$ cat src/rtl/conv_pkg.sv
package conv_pkg;

    // data and address widths
    localparam int DWIDTH = 32;
    localparam int AWIDTH = 32;

    // 3x3 kernel, one PE per weight row
    localparam int WT_DIM = 3;
    localparam int NUM_WT = WT_DIM * WT_DIM;
    localparam int ROW_W = $clog2(WT_DIM);

    // map side limit, counters must hold MAX_FM_DIM+2
    localparam int MAX_FM_DIM = 8;
    localparam int DIM_W = 4;

    localparam int PE_FIFO_LOGDEPTH = 6;
    localparam int RD_FIFO_LOGDEPTH = 4;

    // sequencer states
    localparam logic [2:0] ST_IDLE = 3'd0;
    localparam logic [2:0] ST_REQ_WT = 3'd1;
    localparam logic [2:0] ST_LOAD_WT = 3'd2;
    localparam logic [2:0] ST_REQ_FM = 3'd3;
    localparam logic [2:0] ST_LOAD_FM = 3'd4;
    localparam logic [2:0] ST_DRAIN = 3'd5;

endpackage
$ cat src/rtl/conv_pe.sv
`timescale 1ns/1ps

module conv_pe #(
    parameter int ROW = 0
) (
    input  logic                        clk,
    input  logic                        write_counter_rst,
    input  logic [conv_pkg::DIM_W-1:0]  fm_dim,
    input  logic                        wt_valid,
    input  logic [conv_pkg::DWIDTH-1:0] wt_data,
    input  logic [conv_pkg::ROW_W-1:0]  wt_row,
    input  logic                        px_valid,
    input  logic [conv_pkg::DWIDTH-1:0] px_data,
    output logic                        part_valid,
    output logic [conv_pkg::DWIDTH-1:0] part_data
);

    logic [conv_pkg::DWIDTH-1:0] wt [conv_pkg::WT_DIM];
    logic [conv_pkg::ROW_W-1:0] wt_col;
    logic [conv_pkg::DWIDTH-1:0] p0;
    logic [conv_pkg::DWIDTH-1:0] p1;
    logic [conv_pkg::DIM_W-1:0] col;
    logic [conv_pkg::DIM_W-1:0] row;
    logic wt_hit;
    logic row_hit;
    logic col_hit;
    logic [conv_pkg::DWIDTH-1:0] dot;

    assign wt_hit = wt_valid && (wt_row == ROW);

    // padded rows ROW..ROW+fm_dim-1, window full from column 2
    assign row_hit = (row >= ROW) && (row < ROW + fm_dim);
    assign col_hit = (col >= conv_pkg::WT_DIM - 1);

    // 32-bit wrap, low bits match signed arithmetic
    assign dot = wt[0] * p0 + wt[1] * p1 + wt[2] * px_data;

    always_ff @(posedge clk) begin
        if (wt_hit) begin
            wt[wt_col] <= wt_data;
        end
    end

    always_ff @(posedge clk) begin
        if (px_valid) begin
            p1 <= px_data;
            p0 <= p1;
            part_data <= dot;
        end
    end

    always_ff @(posedge clk) begin
        if (write_counter_rst) begin
            wt_col <= '0;
            col <= '0;
            row <= '0;
            part_valid <= 1'b0;
        end else begin
            if (wt_hit) begin
                wt_col <= (wt_col == conv_pkg::WT_DIM - 1) ? '0 : wt_col + 1'b1;
            end
            part_valid <= px_valid && row_hit && col_hit;
            if (px_valid) begin
                if (col == fm_dim + 1'b1) begin
                    col <= '0;
                    row <= (row == fm_dim + 1'b1) ? '0 : row + 1'b1;
                end else begin
                    col <= col + 1'b1;
                end
            end
        end
    end

endmodule

$ cat config.mk
export PLATFORM = sky130hd
export DESIGN_NAME = conv_pe
export DESIGN_NICKNAME = d
export VERILOG_FILES = /design/src/rtl/conv_pkg.sv /design/src/rtl/conv_pe.sv
export SDC_FILE = /design/constraint.sdc
export NUM_CORES = 2
export LEC_CHECK = 0
export BUFFER_PORTS_ARGS = -buffer_cell sky130_fd_sc_hd__clkbuf_2
export CAP_MARGIN = 20
export CORE_MARGIN = 8
export CORE_UTILIZATION = 37
export DETAILED_ROUTE_END_ITERATION = 12
export GPL_TIMING_DRIVEN = 0
export SYNTH_ARGS = -nofsm -noshare
export SYNTH_HDL_FRONTEND = slang
export SYNTH_SLANG_ARGS = --single-unit
$ cat constraint.sdc
create_clock -name clk -period 8.1 [get_ports clk]
set_input_delay 0.405 -clock clk [delete_from_list [all_inputs] [get_ports clk]]
set_output_delay 0.405 -clock clk [all_outputs]
set_load 0.1 [all_outputs]
==> reports/metrics.yaml <==
reg2reg_setup_slack_ns: -1.22
ant_nets: 0
synth_top_family_by_area: "adder cells"
violations: "setup timing"
synth.distinct_cells: 48
start_kind: "flip-flop"
dr.pass1.iters: 6
worstPathArrival_ns: 9.64
hold_path.class: "in -> reg"
die_y_um: 401
final_common_cell: "inv_1"
fmax_mhz: 107
dr_total_vias: 40216
timing.critical_path.buf_inv: 6
finalMaxSlewViolations: 0
avgSynthCellArea_um2: 9.84
antenna_found_initial: 36
drv_cap: 0
drive_above_1_share_pct: 11.7
numClockSinks: 203
final_cell_mix: "1383 x inv_1, 1275 x fa_1, 796 x nand2_1, 793 x and2_1, 364 x ha_1"
cts_tree: "yes"
post-route-period-util_pct: 115
final_hold_viol_count: 0
fin_nets: 7634
clkSlewWorstSetupHoldPaths_ns: 0.06
rsz0062_at_grt: "true"
routedWlPerCell_um: 27.7
crit_path_top_delay_cell: "fa_2"
path_delay_family: "adder cells"
outcome: "complete, but fails checks"
synth_compound_area_share_pct: 0.962
ys_seq_elements: 203
cts_root_buffer: "clkbuf_16"
synth_cells: 5563
port_buffers: 105
synth_warnings: 0
grt_max_degree: 97
insertion_delay_ns: 0.62
post-route-drc-count: 0
seq_area_frac_synth_pct: 10.9
period_needed_ns: 9.32
die_area_um2: 161000
max_slew_margin_pct: 28.8
whs_path_depth: 1
synth-xor-area-share_pct: 3.68
ys.flop_type: "edfxtp_1"
routed_via_density: 5.15
final-setup-viol-count: 18
gp_congestion: 0.989
grt_pass1_vias: 42668
synth_fa_ha_area_share_pct: 57.7
core_um2: 147000
worst-path-stages: 26
worst_pin_slew_ns: 1.07
endpoint_kind: "flip-flop"
slowest_delay_ns: 0.71
synth_enable_flop_cells: 192
area_delta_synth_final_pct: 12.1
async_flop_share_pct: 0
netlist_area_um2: 54800
crit_fanout: 10
htree_levels: 1
yosys-mux-area-fraction_pct: 0.0548
cts_inserted_buffers: 25
skew_ns: 0.0583
place_hpwl_um: 178000
drt_wl_total_um: 216000
rows: 141
synth_nets: 7360
start_util_pct: 37.2
critPathKind: "reg -> reg"
crit_required_ns: 8.41
grt_overflow: 0
pre_cts_slack_ns: -2.87
worstRegToRegCells: 26
synthSimpleGateAreaFrac_pct: 15.2
cts.path.max_buffers: 3
grt_pass1_wl_um: 307000
worst_slack_ns: -1.22
grt_usage_pct: 26.6
die_w_um: 401
num_io_pins: 107
drt_iter0_markers: 4556
## per-stage QoR
step           util, %  setup TNS, ns  hold WS [ns]  cell area, µm²  cells
3_3_place_gp      39.3         -30.16         0.433           58000   7598
3_5_place_dp      39.5         -30.50         0.453           58100   7609
5_1_grt           41.6         -15.03        0.0552           61300   7786
2_1_floorplan        -         -0.213         0.421           55000   5563
6_report          41.7         -12.45        0.0621           61400   7808
4_1_cts           41.3         -11.01        0.0331           60800   7757
## final timing paths
path	from	to
worst min register to register	p1[4]	p0[4]
worst max-delay path	wt[0][2]	part_data[31]
worst min-delay path	px_data[3]	p1[3]
worst max register to register	wt[0][2]	part_data[31]
## flip-flops by register name, indices dropped and copies added (netlist names)
signal,cells
wt,96
p0,32
p1,32
part_data,32
col,4
row,4
wt_col,2
part_valid,1
## cells in the mapped netlist (all sizes together) (3+ instances only)
cell type	count	share of area, %
edfxtp	192	11
o21ai	7	0.064
buf	10	0.091
xnor3	5	0.21
nand3	8	0.073
dfxtp	11	0.40
and2	805	9.2
inv	1415	9.7
nand2	797	5.5
xnor2	170	2.7
mux2i	3	0.055
a21oi	26	0.24
o21a	5	0.071
ha	387	8.8
fa	1336	49
nand2b	3	0.034
nor2	26	0.18
nor2b	3	0.034
o21bai	4	0.062
nor3b	3	0.041
clkbuf	250	1.7
xor2	47	0.75
nor3	10	0.091
a21o	14	0.20
## cells by family after synthesis
group | count (synthesis)
AO/OA/AOI/OAI | 75
XOR/XNOR | 222
adder cells (fa/ha/maj) | 1723
buffers and inverters | 1675
flip-flops | 203
multiplexers | 3
AND/OR/NAND/NOR | 1662
## timing repair
action	in CTS	in global routing
endpoints found under the hold margin	3	0
gates cloned	1	0
endpoints found under the setup margin	23	21
resized for setup	348	147
pin swaps	92	52
buffers inserted	116	33
hold buffers	1	0
## routing by layer
layer | share of wire, % | up-vias | GRT usage, % | wire length (µm)
met5 | 0.017 | - | 0 | 37
met3 | 12 | 493 | 7.99 | 26400
met2 | 42 | 2403 | 39.4 | 91200
li1 | - | 16391 | - | -
met1 | 39 | 20921 | 35.7 | 84800
met4 | 6.4 | 8 | 13.0 | 13900
## layout make-up
class	instances	area, µm²
clock inverter	14	140
antenna	23	57.6
timing repair buffer	263	1940
buffer	244	1650
sequential	203	5990
clock buffer	31	668
multi-input combinational	3685	43200
tap	1930	2410
fill	14465	85900
inverter	1415	5310
Power is not shown: default switching activity piles up to over one toggle a cycle in this logic, so the estimate is an artifact.
