File: src/rtl/conv_pkg.sv
package conv_pkg;

    // data and address widths
    localparam int DWIDTH = 32;
    localparam int AWIDTH = 32;

    // 3x3 kernel, one PE per weight row
    localparam int WT_DIM = 3;
    localparam int NUM_WT = WT_DIM * WT_DIM;
    localparam int ROW_W = $clog2(WT_DIM);

    // map side limit, counters must hold MAX_FM_DIM+2
    localparam int MAX_FM_DIM = 8;
    localparam int DIM_W = 4;

    localparam int PE_FIFO_LOGDEPTH = 6;
    localparam int RD_FIFO_LOGDEPTH = 4;

    // sequencer states
    localparam logic [2:0] ST_IDLE = 3'd0;
    localparam logic [2:0] ST_REQ_WT = 3'd1;
    localparam logic [2:0] ST_LOAD_WT = 3'd2;
    localparam logic [2:0] ST_REQ_FM = 3'd3;
    localparam logic [2:0] ST_LOAD_FM = 3'd4;
    localparam logic [2:0] ST_DRAIN = 3'd5;

endpackage
File: src/rtl/conv_result.sv
`timescale 1ns/1ps

module conv_result (
    input  logic                        clk,
    input  logic                        write_counter_rst,
    input  logic [conv_pkg::DIM_W-1:0]  fm_dim,
    input  logic [conv_pkg::AWIDTH-1:0] ofm_offset,
    input  logic                        job_begin,
    output logic                        job_done,
    output logic                        write_error,
    input  logic [conv_pkg::WT_DIM-1:0] head_valid,
    input  logic [conv_pkg::DWIDTH-1:0] head_data [conv_pkg::WT_DIM],
    output logic                        head_pop,
    output logic [conv_pkg::AWIDTH-1:0] req_write_addr,
    output logic [conv_pkg::AWIDTH-1:0] req_write_len,
    output logic                        req_write_addr_valid,
    input  logic                        req_write_addr_ready,
    output logic [conv_pkg::DWIDTH-1:0] req_write_data,
    output logic                        req_write_data_valid,
    input  logic                        req_write_data_ready,
    input  logic                        resp_write_status,
    input  logic                        resp_write_status_valid,
    output logic                        resp_write_status_ready
);

    logic [conv_pkg::AWIDTH-1:0] fm_dim_ext;
    logic [conv_pkg::AWIDTH-1:0] fm_sq;
    logic [conv_pkg::AWIDTH-1:0] write_cnt;
    logic [conv_pkg::DWIDTH-1:0] head_sum;
    logic out_free;
    logic wdata_fire;
    logic status_fire;
    logic status_seen;
    logic busy;

    assign fm_dim_ext = {{(conv_pkg::AWIDTH - conv_pkg::DIM_W){1'b0}}, fm_dim};
    assign fm_sq = fm_dim_ext * fm_dim_ext;

    assign req_write_addr = ofm_offset;
    assign req_write_len = fm_sq;
    assign resp_write_status_ready = 1'b1;

    assign wdata_fire = req_write_data_valid & req_write_data_ready;
    assign status_fire = resp_write_status_valid & resp_write_status_ready;

    // one-entry output register, refilled in the cycle it drains
    assign out_free = ~req_write_data_valid | req_write_data_ready;
    assign head_pop = (&head_valid) & out_free;

    always_comb begin
        head_sum = '0;
        for (int i = 0; i < conv_pkg::WT_DIM; i++) begin
            head_sum = head_sum + head_data[i];
        end
    end

    always_ff @(posedge clk) begin
        if (head_pop) begin
            req_write_data <= head_sum;
        end
    end

    always_ff @(posedge clk) begin
        if (write_counter_rst) begin
            req_write_data_valid <= 1'b0;
        end else if (head_pop) begin
            req_write_data_valid <= 1'b1;
        end else if (req_write_data_ready) begin
            req_write_data_valid <= 1'b0;
        end
    end

    always_ff @(posedge clk) begin
        if (write_counter_rst) begin
            busy <= 1'b0;
            req_write_addr_valid <= 1'b0;
            write_cnt <= '0;
            status_seen <= 1'b0;
            write_error <= 1'b0;
            job_done <= 1'b0;
        end else begin
            job_done <= 1'b0;
            if (job_begin) begin
                busy <= 1'b1;
                req_write_addr_valid <= 1'b1;
                write_cnt <= '0;
                status_seen <= 1'b0;
                write_error <= 1'b0;
            end else begin
                if (req_write_addr_ready) begin
                    req_write_addr_valid <= 1'b0;
                end
                if (wdata_fire) begin
                    write_cnt <= write_cnt + 1'b1;
                end
                // status 1 means the memory rejected the write
                if (status_fire) begin
                    status_seen <= 1'b1;
                    if (resp_write_status) begin
                        write_error <= 1'b1;
                    end
                end
                if (busy && status_seen && (write_cnt == fm_sq)) begin
                    busy <= 1'b0;
                    job_done <= 1'b1;
                end
            end
        end
    end

endmodule

File: config.mk
export PLATFORM = sky130hd
export DESIGN_NAME = conv_result
export DESIGN_NICKNAME = d
export VERILOG_FILES = /design/src/rtl/conv_pkg.sv /design/src/rtl/conv_result.sv
export SDC_FILE = /design/constraint.sdc
export NUM_CORES = 1
export LEC_CHECK = 0
export BUFFER_PORTS_ARGS = -buffer_cell sky130_fd_sc_hd__buf_2
export CAP_MARGIN = 30
export CORE_ASPECT_RATIO = 1.2
export CORE_MARGIN = 2
export CORE_UTILIZATION = 50
export CTS_CLUSTER_SIZE = 20
export DETAILED_ROUTE_END_ITERATION = 8
export PLACE_DENSITY = 0.81
export SYNTH_ARGS = -nofsm -noshare
export SYNTH_HDL_FRONTEND = slang
export SYNTH_SLANG_ARGS = --single-unit
export TNS_END_PERCENT = 1
File: constraint.sdc
create_clock -name clk -period 6.36 [get_ports clk]
set_input_delay 1.59 -clock clk [delete_from_list [all_inputs] [get_ports clk]]
set_output_delay 1.59 -clock clk [all_outputs]
set_load 0.03 [all_outputs]
==> results.sh <==
export IMPL_drive_gt1_share_pct=26.52
export IMPL_via_per_inst=5.407
export IMPL_wl_um=11870
export IMPL_io_pins=244
export IMPL_vias=4428
export IMPL_synth_top_family_by_area="adder cells"
export IMPL_cts_buffers_inserted=9
export IMPL_period_minus_slack_ps=4912
export IMPL_gp_congestion=0.8590
export IMPL_synth_edf_count=32
export IMPL_start_util_pct=51.63
export IMPL_outcome="finished clean"
export IMPL_htreeDepth=3
export IMPL_path_clk_slew_ps=60
export IMPL_synth_xor_area_share_pct=9.744
export IMPL_yosys_area_share_simple_pct=16.82
export IMPL_required_ps=4770
export IMPL_hpwl_um=9659
export IMPL_cts_resized=0
export IMPL_cts_tree="built"
export IMPL_grt_antenna_before_repair=0
export IMPL_die_area_mm2=0.01182
export IMPL_cts_setup_buffers=0
export IMPL_core_area_mm2=0.01062
export IMPL_yosys_area_share_adder_pct=19.81
export IMPL_fp_dieH_um=118.7
export IMPL_syn_avg_cell_area_um2=9.721
export IMPL_drc=0
export IMPL_area_delta_synth_final_pct=15.40
export IMPL_drt_iter0_markers=139
export IMPL_clock_path_buffers=2
export IMPL_cts_root_buffer="clkbuf_16"
export IMPL_fin_nets=894
export IMPL_ys_ff_latch=70
export IMPL_diodes=0
export IMPL_async_flop_share_pct=0
export IMPL_filler_cell_count=927
export IMPL_max_cap_violations=0
export IMPL_netlist_area_mm2=0.005483
export IMPL_layout_common_cells="buf_2, nor2_1, dfxtp_1, a21oi_1, ha_1"
export IMPL_synth_area_top_cells="edfxtp_1, dfxtp_1, fa_1, buf_4, ha_1"
export IMPL_synth_top_cell_by_area="edfxtp_1"
export IMPL_tightest_slew_ps=649.8
export IMPL_portBuffers=153
export IMPL_setup_viol=0
export IMPL_syn_inst=564
export IMPL_clock_sinks=70
export IMPL_fp_dieW_um=99.59
export IMPL_crit_fanout=5
export IMPL_clock_latency_ps=330
export IMPL_synth_compound_gate_area_share_pct=11.50
export IMPL_rows=41
export IMPL_synth_yosys_seq_area_share_pct=31.40
export IMPL_p_leak_uw=0.002799
export IMPL_ant_nets=0
export IMPL_synth_mux_area_share_pct=0.5477
export IMPL_wire_per_inst_um=14.49
export IMPL_slew_violations=0
export IMPL_hold_path_class="reg2reg"
export IMPL_fin_crit_sh_pct=77.23
export IMPL_worst_setup_path_type="in2out"
export IMPL_crit_path_start_kind="input pin"
export IMPL_grt_total_usage_pct=19.99
export IMPL_setup_tns_ps=0
export IMPL_synth_ff_type="dfxtp_1"
export IMPL_hold_buffers=0
export IMPL_worst_slew_margin_rel_pct=56.68
export IMPL_grt_pass1_wl_um=19440
export IMPL_end_kind="primary output"
export IMPL_skew_ps=7.858
export IMPL_synth_warnings=0
export IMPL_synth_top_area_share_pct=17.53
export IMPL_hold_viol=0
export IMPL_max_clock_freq_mhz=203.6
export IMPL_final_common_cell="buf_2"
export IMPL_grt_max_degree=36
export IMPL_grt_pass1_vias=4478
export IMPL_total_power_uw=1576
export IMPL_crit_arrival_ps=3320
export IMPL_firstDrtPassIters=4
export IMPL_grt_overflow_total=0
export IMPL_p_per_area_mw_per_mm2=249.1
export IMPL_rsz0062_at_grt="no"
export IMPL_yosys_cell_types_count=58
export IMPL_ir_worst_vdd_v=0.0001302
## kinds of logic (layout without fill, tap and decap cells)
family / after synthesis / count (layout)
AOI/OAI and AO/OA: 97 / 97
xor gates and xnor gates: 61 / 61
adders and majority gates: 67 / 67
buffers and inverters: 86 / 188
DFF: 70 / 70
muxes: 3 / 3
other: 2 / 26
and+or+nand+nor: 178 / 178
## metal layers
| layer | up-vias | track usage (%) | part of all wire (%) | wire length, um |
|---|---|---|---|---|
| li1 | 2127 | - | - | - |
| met1 | 2116 | 22.65 | 39 | 4593 |
| met2 | 169 | 36.32 | 53 | 6327 |
| met3 | 16 | 5.381 | 6.6 | 780 |
| met4 | 0 | 5.822 | 1.4 | 167 |
| met5 | - | 0 | 0 | 0 |
## where the power goes
group / total, uW / internal (uW) / switching (uW)
clock: 484 / 290 / 193
combinational: 567 / 234 / 334
sequential: 525 / 519 / 6.45
total: 1580 / 1040 / 533
## worst paths after layout
kind / cells past startpoint / slack, ps / startpoint / endpoint
worst min register to register: 2 / 470 / write_error / write_error
worst max-delay path: 9 / 1450 / fm_dim[2] / req_write_len[7]
worst min-delay path: 2 / 470 / write_error / write_error
worst max register to register: 8 / 4140 / write_cnt[11] / write_cnt[31]
## Yosys cell counts, drive strengths merged, types with 4 or more instances
master	instances
a21o	10
buf	62
nand2	33
a31oi	4
nor4	9
nand2b	8
clkbuf	6
or2	4
nor2	43
fa	33
inv	18
edfxtp	32
a21oi	39
nand4	9
o21ai	16
o21a	4
and2	8
and3	12
or3	9
xnor2	29
nor2b	9
nor3	10
nand3	18
o31ai	4
dfxtp	38
o21bai	4
xor2	32
ha	34
## flip-flops by register name, indices dropped and copies added (netlist names)
register              count
req_write_data_valid      1
job_done                  1
write_cnt                32
busy                      1
req_write_addr_valid      1
status_seen               1
req_write_data           32
write_error               1
## layout make-up
class / instances / area, um^2 / area share (%)
clock inverters: 5 / 41.29 / 0.6526
multi-input cells: 432 / 3308 / 52.28
well taps: 129 / 161.4 / 2.551
repair buffers: 154 / 773.2 / 12.22
clock buffers: 11 / 254.0 / 4.014
flip-flops and latches: 70 / 1722 / 27.21
inverters: 18 / 67.56 / 1.068
## critical path, stage by stage
cell and delay (ps):
buf_2 130, nor2b_1 210, and2_1 210, ha_1 250
a21o_1 160, a21oi_1 220, nor2b_1 80, o31a_1 280
buf_2 190
## stage by stage
step                setup slack (ps)  std cells  hold WS, ps  instance area, um^2  util [%]
finish                          1448        819        471.7                 6327     59.59
global route                    1365        819        511.5                 6327     59.59
global placement                1474        803        444.8                 6032     56.80
floorplan                       1223        588        438.3                 5573         -
CTS                             1450        819        478.2                 6327     59.59
detailed placement              1409        803        464.3                 6032     56.80
Note: power is estimated with default switching activity, not from simulation.
