### src/rtl/conv_pkg.sv
package conv_pkg;

    // data and address widths
    localparam int DWIDTH = 32;
    localparam int AWIDTH = 32;

    // 3x3 kernel, one PE per weight row
    localparam int WT_DIM = 3;
    localparam int NUM_WT = WT_DIM * WT_DIM;
    localparam int ROW_W = $clog2(WT_DIM);

    // map side limit, counters must hold MAX_FM_DIM+2
    localparam int MAX_FM_DIM = 8;
    localparam int DIM_W = 4;

    localparam int PE_FIFO_LOGDEPTH = 6;
    localparam int RD_FIFO_LOGDEPTH = 4;

    // sequencer states
    localparam logic [2:0] ST_IDLE = 3'd0;
    localparam logic [2:0] ST_REQ_WT = 3'd1;
    localparam logic [2:0] ST_LOAD_WT = 3'd2;
    localparam logic [2:0] ST_REQ_FM = 3'd3;
    localparam logic [2:0] ST_LOAD_FM = 3'd4;
    localparam logic [2:0] ST_DRAIN = 3'd5;

endpackage
### src/rtl/conv_fifo.sv
`timescale 1ns/1ps

module conv_fifo #(
    parameter int LOGDEPTH = 4
) (
    input  logic                        clk,
    input  logic                        write_counter_rst,
    input  logic                        enq_valid,
    input  logic [conv_pkg::DWIDTH-1:0] enq_data,
    output logic                        enq_ready,
    output logic                        deq_valid,
    output logic [conv_pkg::DWIDTH-1:0] deq_data,
    input  logic                        deq_ready
);

    logic [conv_pkg::DWIDTH-1:0] mem [2**LOGDEPTH];
    logic [LOGDEPTH-1:0] wr_ptr;
    logic [LOGDEPTH-1:0] rd_ptr;
    logic [LOGDEPTH:0] count;
    logic enq_fire;
    logic deq_fire;

    assign enq_fire = enq_valid & enq_ready;
    assign deq_fire = deq_valid & deq_ready;

    // top count bit set means full
    assign enq_ready = ~count[LOGDEPTH];
    assign deq_valid = (count != '0);
    assign deq_data = mem[rd_ptr];

    always_ff @(posedge clk) begin
        if (enq_fire) begin
            mem[wr_ptr] <= enq_data;
        end
    end

    always_ff @(posedge clk) begin
        if (write_counter_rst) begin
            wr_ptr <= '0;
            rd_ptr <= '0;
            count <= '0;
        end else begin
            if (enq_fire) begin
                wr_ptr <= wr_ptr + 1'b1;
            end
            if (deq_fire) begin
                rd_ptr <= rd_ptr + 1'b1;
            end
            if (enq_fire && !deq_fire) begin
                count <= count + 1'b1;
            end else if (deq_fire && !enq_fire) begin
                count <= count - 1'b1;
            end
        end
    end

endmodule

### config.mk
export PLATFORM = sky130hd
export DESIGN_NAME = conv_fifo
export DESIGN_NICKNAME = d
export VERILOG_FILES = /design/src/rtl/conv_pkg.sv /design/src/rtl/conv_fifo.sv
export SDC_FILE = /design/constraint.sdc
export NUM_CORES = 1
export LEC_CHECK = 0
export BUFFER_PORTS_ARGS = -buffer_cell sky130_fd_sc_hd__buf_4
export CAP_MARGIN = 15
export CORE_MARGIN = 5
export CORE_UTILIZATION = 38
export DETAILED_ROUTE_END_ITERATION = 8
export PLACE_DENSITY_LB_ADDON = 0.12
export REMOVE_ABC_BUFFERS = 1
export SLEW_MARGIN = 40
export SYNTH_ARGS = -nofsm -noshare
export SYNTH_HDL_FRONTEND = slang
export SYNTH_SLANG_ARGS = --single-unit
### constraint.sdc
create_clock -name clk -period 2.8 [get_ports clk]
set_clock_uncertainty 0.2 [all_clocks]
set_input_delay 0.42 -clock clk [delete_from_list [all_inputs] [get_ports clk]]
set_output_delay 0.42 -clock clk [all_outputs]
set_load 0.03 [all_outputs]
==> impl_table.tex <==
\begin{tabular}{lr}
\hline
Metric & Value \\
\hline
\multicolumn{2}{l}{\textbf{Pwr}} \\
Sequential power share & 40.6\% \\
Net switching power of the design & 6.13 mW \\
Overall power consumption & 22.5 mW \\
Switching power as a share of total power & 27.3\% \\
Maximum VDD drop & 0.000607 V \\
Clk network pwr share & 31.0\% \\
Cell area power density & 897 mW/mm\^{}2 \\
Power share of the combinational group & 28.4\% \\
Internal Dissipation & 16.3 mW \\
Leak & 8.03 nW \\
\multicolumn{2}{l}{\textbf{Timing}} \\
Period Utilization, post-route & 108\% \\
Tightest Pin Transition & 0.465 ns \\
Max Fclk & 330 MHz \\
Final Hold Fails & 0 \\
Max transition margin & 69.0\% \\
Fin Hold WS & 0.0721 ns \\
Number of setup violations in the final report & 32 \\
Unrepaired setup endpoints after global routing & yes \\
Summed negative setup slack over all endpoints & -5.84 ns \\
Period minus WS final & 3.03 ns \\
Slew Limit Fails & 0 \\
Fin worst setup slack & -0.231 ns \\
\multicolumn{2}{l}{\textbf{Synthesis}} \\
Yosys warnings & 0 \\
Compound-cell area share of the yosys netlist & 2.72\% \\
Mux contribution to synthesized area & 14.6\% \\
Post-synthesis cell type count & 35 \\
Number of synthesized flops with an enable pin & 512 \\
Simple logic cell fraction of the synthesized area & 2.04\% \\
Mapped Cells & 889 \\
Post-Synth XOR/XNOR Area & 0.350\% \\
Seq cells post-synth & 529 \\
Dominant combinational cell family by area after synthesis & multiplexers \\
Leading register cell type out of synthesis & sky130\_fd\_sc\_hd\_\_edfxtp\_1 \\
Share of async-settable or async-resettable flops after synthesis & 0\% \\
Post-synthesis average cell area & 22.5 sq um \\
Area share of fa/ha/maj cells after synthesis & 0.662\% \\
Area of the mapped netlist & 0.0200 sq mm \\
Sequential element share of the synthesized area & 78.5\% \\
\multicolumn{2}{l}{\textbf{CTS}} \\
Number of H-tree levels & 2 \\
Clock tree root driver cell & sky130\_fd\_sc\_hd\_\_clkbuf\_16 \\
Clk\_lat worst skew & 0.60 ns \\
Number of clock buffers inserted by TritonCTS & 56 \\
Clock buffer depth & 3 \\
Clock tree from TritonCTS & done \\
Clock Pin Slew Worst Setup and Hold Paths & 0.06 ns \\
Count of clock tree sinks & 529 \\
\multicolumn{2}{l}{\textbf{Setup path}} \\
Critical Path Max Stage Delay & 0.50 ns \\
Type of element launching the critical path & flop \\
CP Data Required Time & 2.18 ns \\
Type of the setup path with the least slack & flop to output pin \\
Critical Path Sink Type & output pin \\
Maximum net fanout on the critical path & 6 \\
Critical path arrival & 2.41 ns \\
Cell with the largest stage delay on the worst path & sky130\_fd\_sc\_hd\_\_mux4\_2 \\
Cell Chain, Critical Path & buf\_12, buf\_12, buf\_16, mux4\_2, a22oi\_2, nand2\_1, buf\_6 \\
Dominant cell type by count on the critical path & sky130\_fd\_sc\_hd\_\_buf\_12 \\
\multicolumn{2}{l}{\textbf{Die}} \\
Die span in y & 240 um \\
Number of top-level pins & 70 \\
Total Die Area & 0.0574 sq mm \\
Initial standard-cell utilization of the core & 38.3\% \\
Floorplan core area & 0.0523 sq mm \\
Cell Rows & 84 \\
Die Width & 240 um \\
\multicolumn{2}{l}{\textbf{Global routing}} \\
Met2 GRT Util & 26.9\% \\
Met3 Usage GRT & 3.32\% \\
Overflow left after global routing & 0 \\
Maximum number of pins on one net before global-route repair & 57 \\
Routing usage on met1 & 24.3\% \\
Antenna violations before repair & 0 \\
Wire length of the first global-routing pass & 70200 um \\
Vias in the first global route & 10200 \\
GR peak layer & met2 \\
Overall fraction of global-route tracks in use & 16.7\% \\
\multicolumn{2}{l}{\textbf{Cells and area}} \\
Fill cell count & 4317 \\
Layout Area Growth over Synthesis & 25.1\% \\
Multi-input gate area in the final layout & 0.00444 sq mm \\
Storage cell area & 0.0157 sq mm \\
Layout cells sized above 1 & 40.5\% \\
Number of nets in the finished design & 1133 \\
Number of diodes added for antenna fixing & 0 \\
\multicolumn{2}{l}{\textbf{Hold path}} \\
Path type of the worst min-delay path & input port to flop \\
\multicolumn{2}{l}{\textbf{Route}} \\
Initial DRT Pass Iterations & 4 \\
Vias per std cell & 5.27 \\
Routed via count & 9586 \\
Remaining design rule violation count & 0 \\
DRT iter0 DRCs & 664 \\
Final ANT Viol Nets & 0 \\
Total detailed-routing wirelength & 47800 um \\
Average wire length per cell after detail routing & 26.2 um \\
\multicolumn{2}{l}{\textbf{Place}} \\
Final weighted congestion of routability-driven global placement & 0.692 \\
Placed wire-length estimate & 23800 um \\
Count of input and output buffers & 69 \\
\multicolumn{2}{l}{\textbf{Job}} \\
Number of maximum-capacitance constraint violations & 0 \\
\multicolumn{2}{l}{\textbf{Status}} \\
Outcome & finished, violations left \\
Violations in the final reports & setup timing \\
\hline
\end{tabular}
-- layer usage --
metal	wire [um]	share of wire, %	up-vias
li1	-	-	4165
met1	21700	45	5187
met2	23400	49	181
met3	2060	4.3	53
met4	679	1.4	0
met5	0	0	-
-- critical path: cells and delay by family (launching register included) --
kind            cells  cell delay (ns)
flops               1             0.45
mux                 1             0.50
buf+inv             4             0.58
simple gates        1             0.09
compound gates      1             0.16
-- final cells by class --
| cell class | instances | share of cell area, % |
|---|---|---|
| clock buffers | 69 | 5.88 |
| flip-flops and latches | 529 | 62.8 |
| repair buffers | 187 | 9.12 |
| well taps | 688 | 3.44 |
| clock inverters | 34 | 0.994 |
| multi-input cells | 309 | 17.7 |
| inverters | 4 | 0.0600 |
-- final timing paths --
kind	startpoint	end	slack (ns)	cells past startpoint
min reg2reg	rd_ptr[3]	flop	0.34	2
max reg2reg	count[3]	count[3]	0.10	9
min	deq_ready	rd_ptr[2]	0.07	4
max	flop	deq_data[12]	-0.23	7
-- repair_timing --
item | CTS | global route
pin swaps | 39 | 21
endpoints found under the hold margin | 527 | 0
hold buffers | 33 | 0
buffers inserted | 15 | 3
endpoints found under the setup margin | 33 | 34
gates cloned | 10 | 4
gates resized for setup | 94 | 28
-- registers in the layout (all words and copies together) (netlist names), named ones only --
name,cells
count,5
mem,512
rd_ptr,4
wr_ptr,4
-- placed cells by master (no fill, tap or decap), drive strengths merged, types with 3 or more instances in the layout --
| cell | n |
|---|---|
| edfxtp | 512 |
| buf | 149 |
| mux4 | 128 |
| clkbuf | 73 |
| a22oi | 64 |
| nand2 | 35 |
| dlygate4sd3 | 33 |
| clkinv | 26 |
| nor2 | 20 |
| and2 | 17 |
| dfxtp | 17 |
| ha | 9 |
| xor2 | 6 |
| inv | 6 |
| a21oi | 4 |
| bufinv | 3 |
| clkinvlp | 3 |
| nor2b | 3 |
-- metrics by stage --
step	cell area (sq um)	std cells	util [%]	setup WS, ns
floorplan	19800	842	-	-4.18
global placement	22000	1654	42.0	0.0437
detailed placement	22000	1654	42.0	0.00839
CTS	24800	1815	47.5	-0.275
global route	25000	1820	47.8	-0.325
finish	25000	1820	47.8	-0.231
-- power by group through the flow --
stage          combinational [mW]  clock (mW)  sequential [mW]
2_1_floorplan                2.62           0             9.60
3_3_place_gp                 5.02           0             9.25
4_1_cts                      6.27        7.17             9.10
5_1_grt                      6.81        7.51             9.14
6_report                     6.38        6.96             9.12
3_5_place_dp                 5.03           0             9.26
-- Yosys cell counts (all sizes together), types with 4 or more instances --
cell	number	area share, %
a21oi	4	0.10
a22oi	64	2.4
and2	17	0.53
buf	26	0.71
clkbuf	21	0.39
dfxtp	17	1.7
edfxtp	512	77
ha	9	0.56
inv	4	0.075
mux4	128	14
nand2	35	0.66
nor2	20	0.37
xor2	6	0.26
-- kinds of logic (layout without fill, tap and decap cells) --
kind of cell               after synthesis  after routing
DFF                                    529            529
muxes                                  131            131
and+or+nand+nor                         86             86
AOI/OAI and AO/OA                       74             74
buffers and inverters                   51            294
adders and majority gates               10             10
xor gates and xnor gates                 8              8
No activity file was read; power rests on OpenSTA's default activity.
