## src/rtl/conv_pkg.sv

```systemverilog
package conv_pkg;

    // data and address widths
    localparam int DWIDTH = 32;
    localparam int AWIDTH = 32;

    // 3x3 kernel, one PE per weight row
    localparam int WT_DIM = 3;
    localparam int NUM_WT = WT_DIM * WT_DIM;
    localparam int ROW_W = $clog2(WT_DIM);

    // map side limit, counters must hold MAX_FM_DIM+2
    localparam int MAX_FM_DIM = 8;
    localparam int DIM_W = 4;

    localparam int PE_FIFO_LOGDEPTH = 6;
    localparam int RD_FIFO_LOGDEPTH = 4;

    // sequencer states
    localparam logic [2:0] ST_IDLE = 3'd0;
    localparam logic [2:0] ST_REQ_WT = 3'd1;
    localparam logic [2:0] ST_LOAD_WT = 3'd2;
    localparam logic [2:0] ST_REQ_FM = 3'd3;
    localparam logic [2:0] ST_LOAD_FM = 3'd4;
    localparam logic [2:0] ST_DRAIN = 3'd5;

endpackage
```

## src/rtl/conv_sequencer.sv

```systemverilog
`timescale 1ns/1ps

module conv_sequencer (
    input  logic                        clk,
    input  logic                        write_counter_rst,
    input  logic                        start,
    input  logic [conv_pkg::DIM_W-1:0]  fm_dim,
    input  logic [conv_pkg::AWIDTH-1:0] wt_offset,
    input  logic [conv_pkg::AWIDTH-1:0] ifm_offset,
    output logic                        idle,
    output logic [conv_pkg::AWIDTH-1:0] req_read_addr,
    output logic [conv_pkg::AWIDTH-1:0] req_read_len,
    output logic                        req_read_addr_valid,
    input  logic                        req_read_addr_ready,
    input  logic                        rd_valid,
    input  logic [conv_pkg::DWIDTH-1:0] rd_data,
    output logic                        rd_ready,
    output logic                        wt_valid,
    output logic [conv_pkg::DWIDTH-1:0] wt_data,
    output logic [conv_pkg::ROW_W-1:0]  wt_row,
    output logic                        px_valid,
    output logic [conv_pkg::DWIDTH-1:0] px_data,
    output logic                        job_begin,
    input  logic                        job_done
);

    logic [2:0] state;
    logic rd_addr_valid;
    logic [conv_pkg::ROW_W-1:0] m_cnt;
    logic [conv_pkg::ROW_W-1:0] n_cnt;
    logic [conv_pkg::DIM_W-1:0] x_cnt;
    logic [conv_pkg::DIM_W-1:0] y_cnt;
    logic [conv_pkg::AWIDTH-1:0] fm_dim_ext;
    logic rd_fire;
    logic x_last;
    logic y_last;
    logic halo;
    logic step;

    assign fm_dim_ext = {{(conv_pkg::AWIDTH - conv_pkg::DIM_W){1'b0}}, fm_dim};
    assign idle = (state == conv_pkg::ST_IDLE);

    // read requests, address and length follow the request state
    assign req_read_addr_valid = rd_addr_valid;
    assign req_read_addr = (state == conv_pkg::ST_REQ_FM) ? ifm_offset : wt_offset;
    assign req_read_len = (state == conv_pkg::ST_REQ_FM) ? fm_dim_ext * fm_dim_ext
                                                         : conv_pkg::AWIDTH'(conv_pkg::NUM_WT);

    // halo from counter values alone
    assign x_last = (x_cnt == fm_dim + 1'b1);
    assign y_last = (y_cnt == fm_dim + 1'b1);
    assign halo = (x_cnt == '0) | (y_cnt == '0) | x_last | y_last;

    assign rd_ready = (state == conv_pkg::ST_LOAD_WT) | ((state == conv_pkg::ST_LOAD_FM) & ~halo);
    assign rd_fire = rd_valid & rd_ready;
    assign step = (state == conv_pkg::ST_LOAD_FM) & (halo | rd_valid);

    assign wt_valid = (state == conv_pkg::ST_LOAD_WT) & rd_valid;
    assign wt_data = rd_data;
    assign wt_row = m_cnt;

    assign px_valid = step;
    assign px_data = halo ? '0 : rd_data;

    always_ff @(posedge clk) begin
        if (write_counter_rst) begin
            state <= conv_pkg::ST_IDLE;
            rd_addr_valid <= 1'b0;
            job_begin <= 1'b0;
            m_cnt <= '0;
            n_cnt <= '0;
            x_cnt <= '0;
            y_cnt <= '0;
        end else begin
            job_begin <= 1'b0;
            case (state)
                conv_pkg::ST_IDLE: begin
                    if (start) begin
                        state <= conv_pkg::ST_REQ_WT;
                        rd_addr_valid <= 1'b1;
                        job_begin <= 1'b1;
                    end
                end
                conv_pkg::ST_REQ_WT: begin
                    if (req_read_addr_ready) begin
                        state <= conv_pkg::ST_LOAD_WT;
                        rd_addr_valid <= 1'b0;
                    end
                end
                conv_pkg::ST_LOAD_WT: begin
                    // n walks a weight row, m picks the row
                    if (rd_fire) begin
                        if (n_cnt == conv_pkg::WT_DIM - 1) begin
                            n_cnt <= '0;
                            if (m_cnt == conv_pkg::WT_DIM - 1) begin
                                m_cnt <= '0;
                                state <= conv_pkg::ST_REQ_FM;
                                rd_addr_valid <= 1'b1;
                            end else begin
                                m_cnt <= m_cnt + 1'b1;
                            end
                        end else begin
                            n_cnt <= n_cnt + 1'b1;
                        end
                    end
                end
                conv_pkg::ST_REQ_FM: begin
                    if (req_read_addr_ready) begin
                        state <= conv_pkg::ST_LOAD_FM;
                        rd_addr_valid <= 1'b0;
                    end
                end
                conv_pkg::ST_LOAD_FM: begin
                    // padded raster, one position per step
                    if (step) begin
                        if (x_last) begin
                            x_cnt <= '0;
                            if (y_last) begin
                                y_cnt <= '0;
                                state <= conv_pkg::ST_DRAIN;
                            end else begin
                                y_cnt <= y_cnt + 1'b1;
                            end
                        end else begin
                            x_cnt <= x_cnt + 1'b1;
                        end
                    end
                end
                conv_pkg::ST_DRAIN: begin
                    if (job_done) begin
                        state <= conv_pkg::ST_IDLE;
                    end
                end
                default: begin
                    state <= conv_pkg::ST_IDLE;
                end
            endcase
        end
    end

endmodule

```

## config.mk

```make
export PLATFORM = sky130hd
export DESIGN_NAME = conv_sequencer
export DESIGN_NICKNAME = d
export VERILOG_FILES = /design/src/rtl/conv_pkg.sv /design/src/rtl/conv_sequencer.sv
export SDC_FILE = /design/constraint.sdc
export NUM_CORES = 1
export LEC_CHECK = 0
export BUFFER_PORTS_ARGS = -buffer_cell sky130_fd_sc_hd__clkbuf_2
export CAP_MARGIN = 20
export CORE_AREA = 4 4 92 94
export CTS_CLUSTER_DIAMETER = 60
export DETAILED_ROUTE_END_ITERATION = 10
export DIE_AREA = 0 0 96 98
export PLACE_DENSITY = 0.73
export SETUP_SLACK_MARGIN = 0.4
export SKIP_LAST_GASP = 1
export SLEW_MARGIN = 20
export SYNTH_ARGS = -nofsm -noshare
export SYNTH_HDL_FRONTEND = slang
export SYNTH_SLANG_ARGS = --single-unit
```

## constraint.sdc

```tcl
create_clock -name clk -period 3.1 [get_ports clk]
set_input_delay 0.155 -clock clk [delete_from_list [all_inputs] [get_ports clk]]
set_output_delay 0.155 -clock clk [all_outputs]
set_load 0.01 [all_outputs]
```

==> results.yml, run 1 <==
min_path:
  hold_end: "job_begin"
  min_path_cells: 2
  hold_start: "start"
  hp-class: "input pin to flop"
worst_setup_path:
  cp_data_arrival_time_ns: 2.32
  timing.rr.end: "x_cnt[3]"
  r2r_slack_ns: 1.04
  crit_path_start: "x_cnt[2]"
  crit_path_start_kind: "flop"
  path_cells: "xor3_1 > nor3_1 > nand2_1 > and3b_4 > a21oi_1 > nor2_1 > clkbuf_2"
  critPathMaxStageDelay_ns: 0.42
  reg2reg_depth: 6
  critPathSlowestCell: "xor3_1"
  crit_buf_inv: 1
  worst_ep_required_time_ns: 2.94
  path_delay_family: "simple AND/OR/NAND/NOR gates"
  r2r-start: "x_cnt[2]"
  crit_path_max_fanout: 33
  path_class: "flop to output port"
  crit_path_end_kind: "output port"
timing:
  rsz0062_at_grt: "no"
  setup_violations: 0
  period_needed_ns: 2.475
  worst_pin_slew_ns: 0.5901
  skew_ns: 0.004241
  setup_tns_ns: 0
  slew-limit-headroom_pct: 60.66
  final_max_slew_viol_count: 0
  hold_viol: 0
  max_freq_mhz: 404.0
  period_share_pct: 79.84
clock_tree:
  postCtsSetupRepairBufs: 0
  postCtsResizedCells: 1
  cts_root_buffer: "clkbuf_8"
  clock-sinks: 17
  numCtsBuffers: 3
  cts_max_level: 1
  cts_hold_buf: 0
  clock_path_buffers: 2
  path_clk_slew_ns: 0.07
  tritoncts: "built"
  insertion_delay_ns: 0.25
floorplan:
  die_area_um2: 9408
  initial_core_util_pct: 30.76
  io_pins: 242
  core-area_um2: 7647
  fp.dieH_um: 98
  die_x_um: 96
  fp-row-count: 32
place:
  place_area_um2: 3176
  dp_cells: 636
  gp_congestion: 0.8884
  dp.final_hpwl_um: 7536
  port_buffers: 216
cells_and_area:
  drive_above_1_share_pct: 42.01
  final_util_pct: 42.18
  diodes: 0
  syn_to_final_growth_pct: 37.13
  stdcell_count: 640
  final_area_um2: 3226
  nets: 656
synth:
  synth_common_cells: "107 x nand2_1, 57 x buf_4, 37 x and2_1"
  synthArstFlopShare_pct: 0
  syn-instance-count: 365
  synth_warnings: 0
  netlist.area_leader.share_pct: 18.19
  syn-cell-area_um2: 2352
  synthFlopType: "dfxtp_1"
  synth_top_cell_by_area: "buf_4"
  postSynthAreaPerCell_um2: 6.445
  yosys.cell_count.top_type: "nand2_1"
  synth.area.top_cells: "buf_4 18%, nand2_1 17%, dfxtp_1 14%"
  synth_seq_cells: 17
  ys_seq_area_share_pct: 14.47
  synth-edff-count: 0
  synth_cell_types: 39
run:
  timing.max_cap.violations: 0
drt:
  wire_per_inst_um: 13.37
  drtIter0Drc: 79
  via_count: 2741
  firstDrtPassIters: 4
  routed_wl_um: 8557
  ant_nets: 0
  drc: 0
  drt-vias-per-instance: 4.283
global_routing:
  grt_pass1_vias: 2548
  antenna_found_initial: 0
  grt_pass1_wl_um: 12790
  overflow: 0
  grt.total_usage_pct: 16.93
  grt_max_degree: 38
power_and_ir_drop:
  vdd_drop_max_uv: 233.5
  p_comb_share_pct: 49.5
  seq_power_share_pct: 31.0
  switching_power_mw: 0.3556
  intPower_mw: 0.5121
  p_per_area_nw_per_um2: 269.0
  clockPowerShare_pct: 19.5
  p_leak_nw: 1.963
  sw_frac_of_total_pct: 40.98
outcome:
  status: "finished, final reports clean"
-- metrics by stage --
stage | power [mW] | worst slack (ns) | hold WS [ns]
CTS | 0.8818 | 0.5003 | 0.1361
global placement | 0.6969 | 0.5259 | 0.4022
finish | 0.8677 | 0.6249 | 0.1407
detailed placement | 0.7039 | 0.4500 | 0.4042
global route | 0.9479 | 0.4261 | 0.1471
floorplan | 0.5538 | 1.090 | 0.2278
-- layout make-up --
cell class	instances	area, um2
clock buffers	3	41.29
clock inverters	1	5.005
fillers	819	4422
inverters	13	48.80
multi-input cells	287	1574
flip-flops and latches	17	340.3
well taps	102	127.6
repair buffers	217	1089
-- worst max-delay path by stage --
stage	endpoint	slack (ns)	depth (start not counted)
4_1_cts	rd_ready	0.50	7
2_1_floorplan	px_data[10]	1.09	8
3_5_place_dp	rd_ready	0.45	9
5_1_grt	rd_ready	0.43	7
6_report	rd_ready	0.62	7
3_3_place_gp	rd_ready	0.53	9
-- flip-flops by register name (all words and copies together) (netlist names) --
register and count:
job_begin 1, x_cnt 4, req_read_addr_valid 1, n_cnt 2
y_cnt 4, wt_row 2, state 3
-- layer usage --
metal	share of wire, %	track usage [%]	vias up	wire [um]
li1	-	-	1414	-
met1	37	19.36	1211	3200
met2	53	31.49	104	4517
met3	7.5	3.236	12	642
met4	2.3	4.048	0	196
met5	0	0	-	0
-- power groups by stage --
stage / registers [mW] / clock network, mW / logic, mW
finish: 0.269 / 0.169 / 0.429
floorplan: 0.255 / 0 / 0.299
global route: 0.275 / 0.189 / 0.484
detailed placement: 0.274 / 0 / 0.430
CTS: 0.269 / 0.179 / 0.434
global placement: 0.273 / 0 / 0.423
-- cell usage in the layout (no fill, tap or decap), drive strengths merged, types with 10 or more instances in the layout --
master / count
a21oi: 12
and2: 37
clkbuf: 219
conb: 25
dfxtp: 17
ha: 10
inv: 13
nand2: 107
nor2: 24
nor2b: 10
xnor2: 11
-- cell families (layout without fill, tap and decap cells) --
| family | Yosys count | count (layout) | share of synthesized area [%] |
|---|---|---|---|
| and+or+nand+nor | 203 | 203 | 40.05 |
| buffers and inverters | 85 | 234 | 22.71 |
| AOI/OAI and AO/OA | 28 | 28 | 7.767 |
| DFF | 17 | 17 | 14.47 |
| xor gates and xnor gates | 15 | 15 | 6.543 |
| adders and majority gates | 11 | 11 | 6.170 |
| muxes | 5 | 5 | 2.128 |
| other | 1 | 25 | 0.1594 |
No activity file was read; power rests on OpenSTA's default activity.
==> inputs of run 2 (changes only) <==
==> constraint.sdc (replaced) <==
create_clock -name clk -period 2.5 [get_ports clk]
set_input_delay 0.125 -clock clk [delete_from_list [all_inputs] [get_ports clk]]
set_output_delay 0.125 -clock clk [all_outputs]
set_load 0.01 [all_outputs]
==> run 2 against run 1 <==
Net effect:
- largest power group unchanged
- routed wire length is 1.3% higher
- sequential cell count stayed put
- hold slack worse by 0.034 ns
- sequential share of layout area is 0.23 points lower
- die area stayed put
==> results.yml, run 2 (synthesis gave the netlist of run 1 again) <==
clock_tree:
  clock_path_buffers: 2
  path_clk_slew_ns: 0.07
  cts_max_level: 1
  cts_hold_buf: 0
  cts_root_buffer: "clkbuf_8"
  insertion_delay_ns: 0.26
  tritoncts: "built"
  clock-sinks: 17
  numCtsBuffers: 3
drt:
  drc: 0
  firstDrtPassIters: 4
  topRoutingLayerUsed: "met4"
  wire_per_inst_um: 13.40
  drt-met1-wl_um: 3395
  wl_met2_um: 4684
  drtIter0Drc: 132
  drt-vias-per-instance: 4.335
  routed_wl_um: 8670
  via_count: 2805
  dr_wl_met3_um: 532
  ant_nets: 0
floorplan:
  io_pins: 242
  core-area_um2: 7647
  initial_core_util_pct: 30.76
  fp-row-count: 32
  fp.dieH_um: 98
  die_x_um: 96
  die_area_um2: 9408
global_routing:
  grt_pass1_vias: 2543
  overflow: 0
  grt_max_degree: 36
  grt_pass1_wl_um: 12540
  antenna_found_initial: 0
  grt.total_usage_pct: 16.70
run:
  timing.max_cap.violations: 0
cells_and_area:
  final_common_cell: "clkbuf_2"
  nets: 663
  drive_above_1_share_pct: 44.40
  final_cell_mix: "215 x clkbuf_2, 106 x nand2_1, 37 x and2_1"
  final_area_um2: 3344
  diodes: 0
  syn_to_final_growth_pct: 42.18
  largestRegisters: "x_cnt: 4 flops, y_cnt: 4 flops, state: 3 flops"
worst_setup_path:
  path_class: "flop to output port"
  cp_data_arrival_time_ns: 2.00
  path_delay_family: "simple AND/OR/NAND/NOR gates"
  crit_buf_inv: 2
  path_cells: "xnor2_1 > or4_4 > and3b_2 > buf_12 > and2_1 > clkbuf_2"
  r2r-start: "y_cnt[2]"
  critPathSlowestCell: "or4_4"
  crit_path_start_kind: "flop"
  crit_path_start: "y_cnt[2]"
  crit_path_max_fanout: 32
  worst_ep_required_time_ns: 2.38
  critPathMaxStageDelay_ns: 0.54
  crit_path_end_kind: "output port"
timing:
  rsz0062_at_grt: "yes"
  max_freq_mhz: 470.8
  setup_violations: 0
  period_share_pct: 84.96
  hold_viol: 0
  final_max_slew_viol_count: 0
  skew_ns: 0.005130
  period_needed_ns: 2.124
  setup_tns_ns: 0
power_and_ir_drop:
  switching_power_mw: 0.4514
  sw_frac_of_total_pct: 41.05
  seq_power_share_pct: 30.7
  clockPowerShare_pct: 19.1
  intPower_mw: 0.6482
  vdd_drop_max_uv: 313.0
  p_leak_nw: 2.015
  p_comb_share_pct: 50.2
  p_per_area_nw_per_um2: 328.8
place:
  dp.final_hpwl_um: 7478
  gp_congestion: 0.8425
  place_area_um2: 3191
  port_buffers: 216
min_path:
  hp-class: "input pin to flop"
  hold_start: "start"
outcome:
  status: "finished, final reports clean"
[run 2: what timing repair did]
action                                  in CTS  in global routing
pin swaps                                    2                  4
buffers inserted                             2                  3
endpoints found under the setup margin      35                 64
resized for setup                           14                  4
[run 2: power by group through the flow]
stage / Clock (mW) / Sequential (mW) / Combinational (mW)
floorplan: 0 / 0.316 / 0.371
finish: 0.210 / 0.338 / 0.551
global route: 0.232 / 0.343 / 0.617
global placement: 0 / 0.338 / 0.527
CTS: 0.217 / 0.335 / 0.547
detailed placement: 0 / 0.340 / 0.535
[run 2: cell type report]
type	count	area (um2)
clock buffers	3	41.29
inverters	13	48.80
multi-input cells	287	1617
flip-flops and latches	17	345.3
well taps	102	127.6
repair buffers	224	1160
fillers	797	4303
clock inverters	1	5.005
[run 2: per-layer routing]
metal,global-route usage [%],vias up
met2,32.34,100
li1,-,1423
met1,19.08,1276
met5,0,-
met3,2.388,6
met4,2.516,0
[run 2: worst paths after layout]
path / slack [ns] / cells past startpoint / to
max: 0.38 / 6 / px_data[16]
min: 0.11 / 2 / job_begin
max reg2reg: 0.57 / 7 / x_cnt[3]
min reg2reg: 0.51 / 2 / x_cnt[3]
[run 2: per-stage QoR]
step / cells / utilization, % / total power [mW] / worst slack, ns / hold slack [ns]
4_1_cts: 644 / 43.28 / 1.099 / 0.3564 / 0.1022
3_5_place_dp: 638 / 41.72 / 0.8757 / 0.1221 / 0.3745
3_3_place_gp: 638 / 41.72 / 0.8652 / 0.2042 / 0.3707
2_1_floorplan: 389 / - / 0.6867 / 0.5498 / 0.1978
6_report: 647 / 43.73 / 1.100 / 0.3761 / 0.1070
5_1_grt: 647 / 43.73 / 1.192 / 0.2858 / 0.1146
[run 2: worst register-to-register path, cell delays in order (launching register included)]
cell and delay (ns):
dfxtp_1 0.41, xnor2_1 0.10, or4_4 0.54, buf_4 0.18, a31oi_4 0.19, buf_4 0.16
nand4_1 0.11, mux2i_1 0.13
==> inputs of run 3 (changes only) <==
--- a/config.mk
+++ b/config.mk
@@ -5,13 +5,14 @@
 export SDC_FILE = /design/constraint.sdc
 export NUM_CORES = 1
 export LEC_CHECK = 0
+export ABC_AREA = 1
 export BUFFER_PORTS_ARGS = -buffer_cell sky130_fd_sc_hd__clkbuf_2
 export CAP_MARGIN = 20
-export CORE_AREA = 4 4 92 94
+export CORE_MARGIN = 4
+export CORE_UTILIZATION = 34
 export CTS_CLUSTER_DIAMETER = 60
 export DETAILED_ROUTE_END_ITERATION = 10
-export DIE_AREA = 0 0 96 98
-export PLACE_DENSITY = 0.73
+export PLACE_DENSITY = 0.81
 export SETUP_SLACK_MARGIN = 0.4
 export SKIP_LAST_GASP = 1
 export SLEW_MARGIN = 20
==> constraint.sdc (replaced) <==
create_clock -name clk -period 1.8 [get_ports clk]
set_input_delay 0.09 -clock clk [delete_from_list [all_inputs] [get_ports clk]]
set_output_delay 0.09 -clock clk [all_outputs]
set_load 0.01 [all_outputs]
==> run 3 against run 2 <==
Net effect:
- synthesized area is 5.7% higher
- critical path depth is 7 higher
- critical path type is now input pin to output port
- cell area up 70%
- global-route usage increased by 10 points
- sequential power rose by 53%
- the run now ends with setup timing left
- clock skew is 0.0010 ns higher
- die area is 7.1% lower
- power grew to 3.2 times the previous value
- setup slack worse by 0.50 ns
- clock power increased by 43%
- highest routed layer unchanged
- hold slack got worse by 0.035 ns
==> results.yml, run 3 <==
timing:
  rsz0062_at_grt: "yes"
  setup_violations: 49
  hold_viol: 0
  max_freq_mhz: 521.1
  setup_tns_ns: -4.066
  final_max_slew_viol_count: 0
  period_needed_ns: 1.919
  whs_ns: 0.07171
  skew_ns: 0.006152
  period_share_pct: 106.6
  fin_ws_ns: -0.1190
floorplan:
  die_x_um: 93.51
  io_pins: 242
  initial_core_util_pct: 35.80
  fp-row-count: 30
  fp.dieH_um: 93.51
  die_area_um2: 8744
  core-area_um2: 6944
cells_and_area:
  largestRegisters: "x_cnt: 4 flops, y_cnt: 4 flops, state: 3 flops"
  final_area_um2: 5669
  syn_to_final_growth_pct: 128.0
  drive_above_1_share_pct: 68.42
  nets: 821
  final_common_cell: "clkbuf_2"
  stdcell_count: 799
  final_cell_mix: "144 x clkbuf_2, 76 x nand2_1, 74 x buf_6"
  diodes: 0
global_routing:
  overflow: 0
  antenna_found_initial: 0
  grt_pass1_wl_um: 19010
  grt_pass1_vias: 3913
  grt.total_usage_pct: 27.16
  grt_max_degree: 11
outcome:
  failed_checks: "setup timing"
  status: "finished, violations left"
min_path:
  hp-class: "input pin to flop"
  hold_start: "start"
clock_tree:
  path_clk_slew_ns: 0.07
  cts_max_level: 1
  insertion_delay_ns: 0.26
  clock-sinks: 17
  clock_path_buffers: 2
  cts_root_buffer: "clkbuf_8"
  tritoncts: "built"
  numCtsBuffers: 3
synth:
  synth.area.top_cells: "nand2_1 22%, buf_4 17%, dfxtp_1 14%"
  synthArstFlopShare_pct: 0
  synth_common_cells: "147 x nand2_1, 68 x inv_1, 57 x buf_4"
  synth_top_cell_by_area: "nand2_1"
  synth_warnings: 0
  ys_seq_area_share_pct: 13.69
  synthFlopType: "dfxtp_1"
  netlist.area_leader.share_pct: 22.19
  syn-cell-area_um2: 2486
  postSynthAreaPerCell_um2: 5.599
  synth-edff-count: 0
  synth_seq_cells: 17
  synth_cell_types: 33
  syn-instance-count: 444
  yosys.cell_count.top_type: "nand2_1"
drt:
  wire_per_inst_um: 19.56
  drtIter0Drc: 384
  ant_nets: 0
  firstDrtPassIters: 5
  routed_wl_um: 15630
  via_count: 4101
  drc: 0
  drt-vias-per-instance: 5.133
worst_setup_path:
  crit_path_max_fanout: 8
  cp_data_arrival_time_ns: 1.83
  worst_ep_required_time_ns: 1.71
  path_class: "input pin to output port"
  crit_path_end_kind: "output port"
  crit_path_start_kind: "input pin"
  r2r-start: "x_cnt[1]"
  crit_path_start: "fm_dim[1]"
place:
  dp.final_hpwl_um: 7369
  gp_congestion: 0.8815
  dp_cells: 720
  port_buffers: 216
  post-place-ws_ns: 0.02389
  place_area_um2: 3473
power_and_ir_drop:
  p_leak_nw: 3.144
  vdd_drop_max_uv: 689.8
  p_per_area_nw_per_um2: 623.5
run:
  timing.max_cap.violations: 0
run 3: cell types whose count changed after synthesis, moves of 5 or more:
| cell | before | now |
|---|---|---|
| nand3_1 | 6 | 11 |
| a21oi_1 | 12 | 17 |
| inv_2 | 0 | 5 |
| nand2_1 | 107 | 147 |
| xnor2_1 | 10 | 0 |
| nor2_1 | 24 | 55 |
| and2_1 | 37 | 0 |
| nor3_1 | 5 | 0 |
| clkbuf_1 | 14 | 4 |
| mux2i_1 | 5 | 0 |
| nor2b_1 | 10 | 0 |
| inv_1 | 13 | 68 |
run 3: final timing paths:
check / slack [ns] / endpoint / cells after the start
max reg2reg: -0.04 / x_cnt[2] / 12
max: -0.12 / px_data[9] / 13
min reg2reg: 0.50 / n_cnt[1] / 2
min: 0.07 / job_begin / 3
run 3: per-layer routing:
metal	routed length (um)	track usage, %	up-vias
met5	0	0	-
met3	1038	4.425	95
met4	918	10.99	0
met2	8477	50.39	262
li1	-	-	1780
met1	5193	30.41	1964
run 3: through the flow:
step	power, mW	utilization, %
after floorplan	1.311	-
final	3.535	81.64
after global placement	1.717	50.02
after global routing	3.687	81.64
after detailed placement	1.748	50.02
after CTS	2.794	68.81
run 3: area by class of cell:
class	count	area, um2
fillers	401	1275
clock buffers	4	45.04
flip-flops and latches	17	364.1
inverters	74	300.3
repair buffers	299	2564
multi-input cells	309	2276
well taps	96	120.1
run 3: power breakdown:
part	switching [mW]	internal, mW	total, mW
Clock	0.142	0.157	0.300
Sequential	0.0730	0.443	0.516
Combinational	1.41	1.31	2.72
Total	1.62	1.91	3.53
run 3: repair_timing:
action,4_1_cts,5_1_grt
hold buffers,0,0
pin swaps,60,58
setup buffers,46,17
cloned,12,0
gates resized for setup,153,236
setup endpoints to repair,88,86
run 3: cell families (layout without fill, tap and decap cells):
logic type / count (synthesis) / count (layout) / share of synthesized area, %
fa+ha+maj: 11 / 11 / 5.838
compound gates: 36 / 36 / 8.405
other cells: 1 / 25 / 0.1508
xor+xnor: 5 / 5 / 1.761
flops: 17 / 17 / 13.69
buf+inv: 142 / 377 / 30.25
simple gates: 232 / 232 / 39.91
run 3: worst max-delay path, stage by stage:
cell,delay [ns]
clkbuf_8,0.15
ha_1,0.25
inv_1,0.11
nand2_1,0.13
nand3b_1,0.16
nand2_1,0.09
nor2_2,0.16
nand3_4,0.12
nand3_4,0.12
buf_6,0.13
buf_12,0.15
nor2_4,0.04
buf_6,0.11
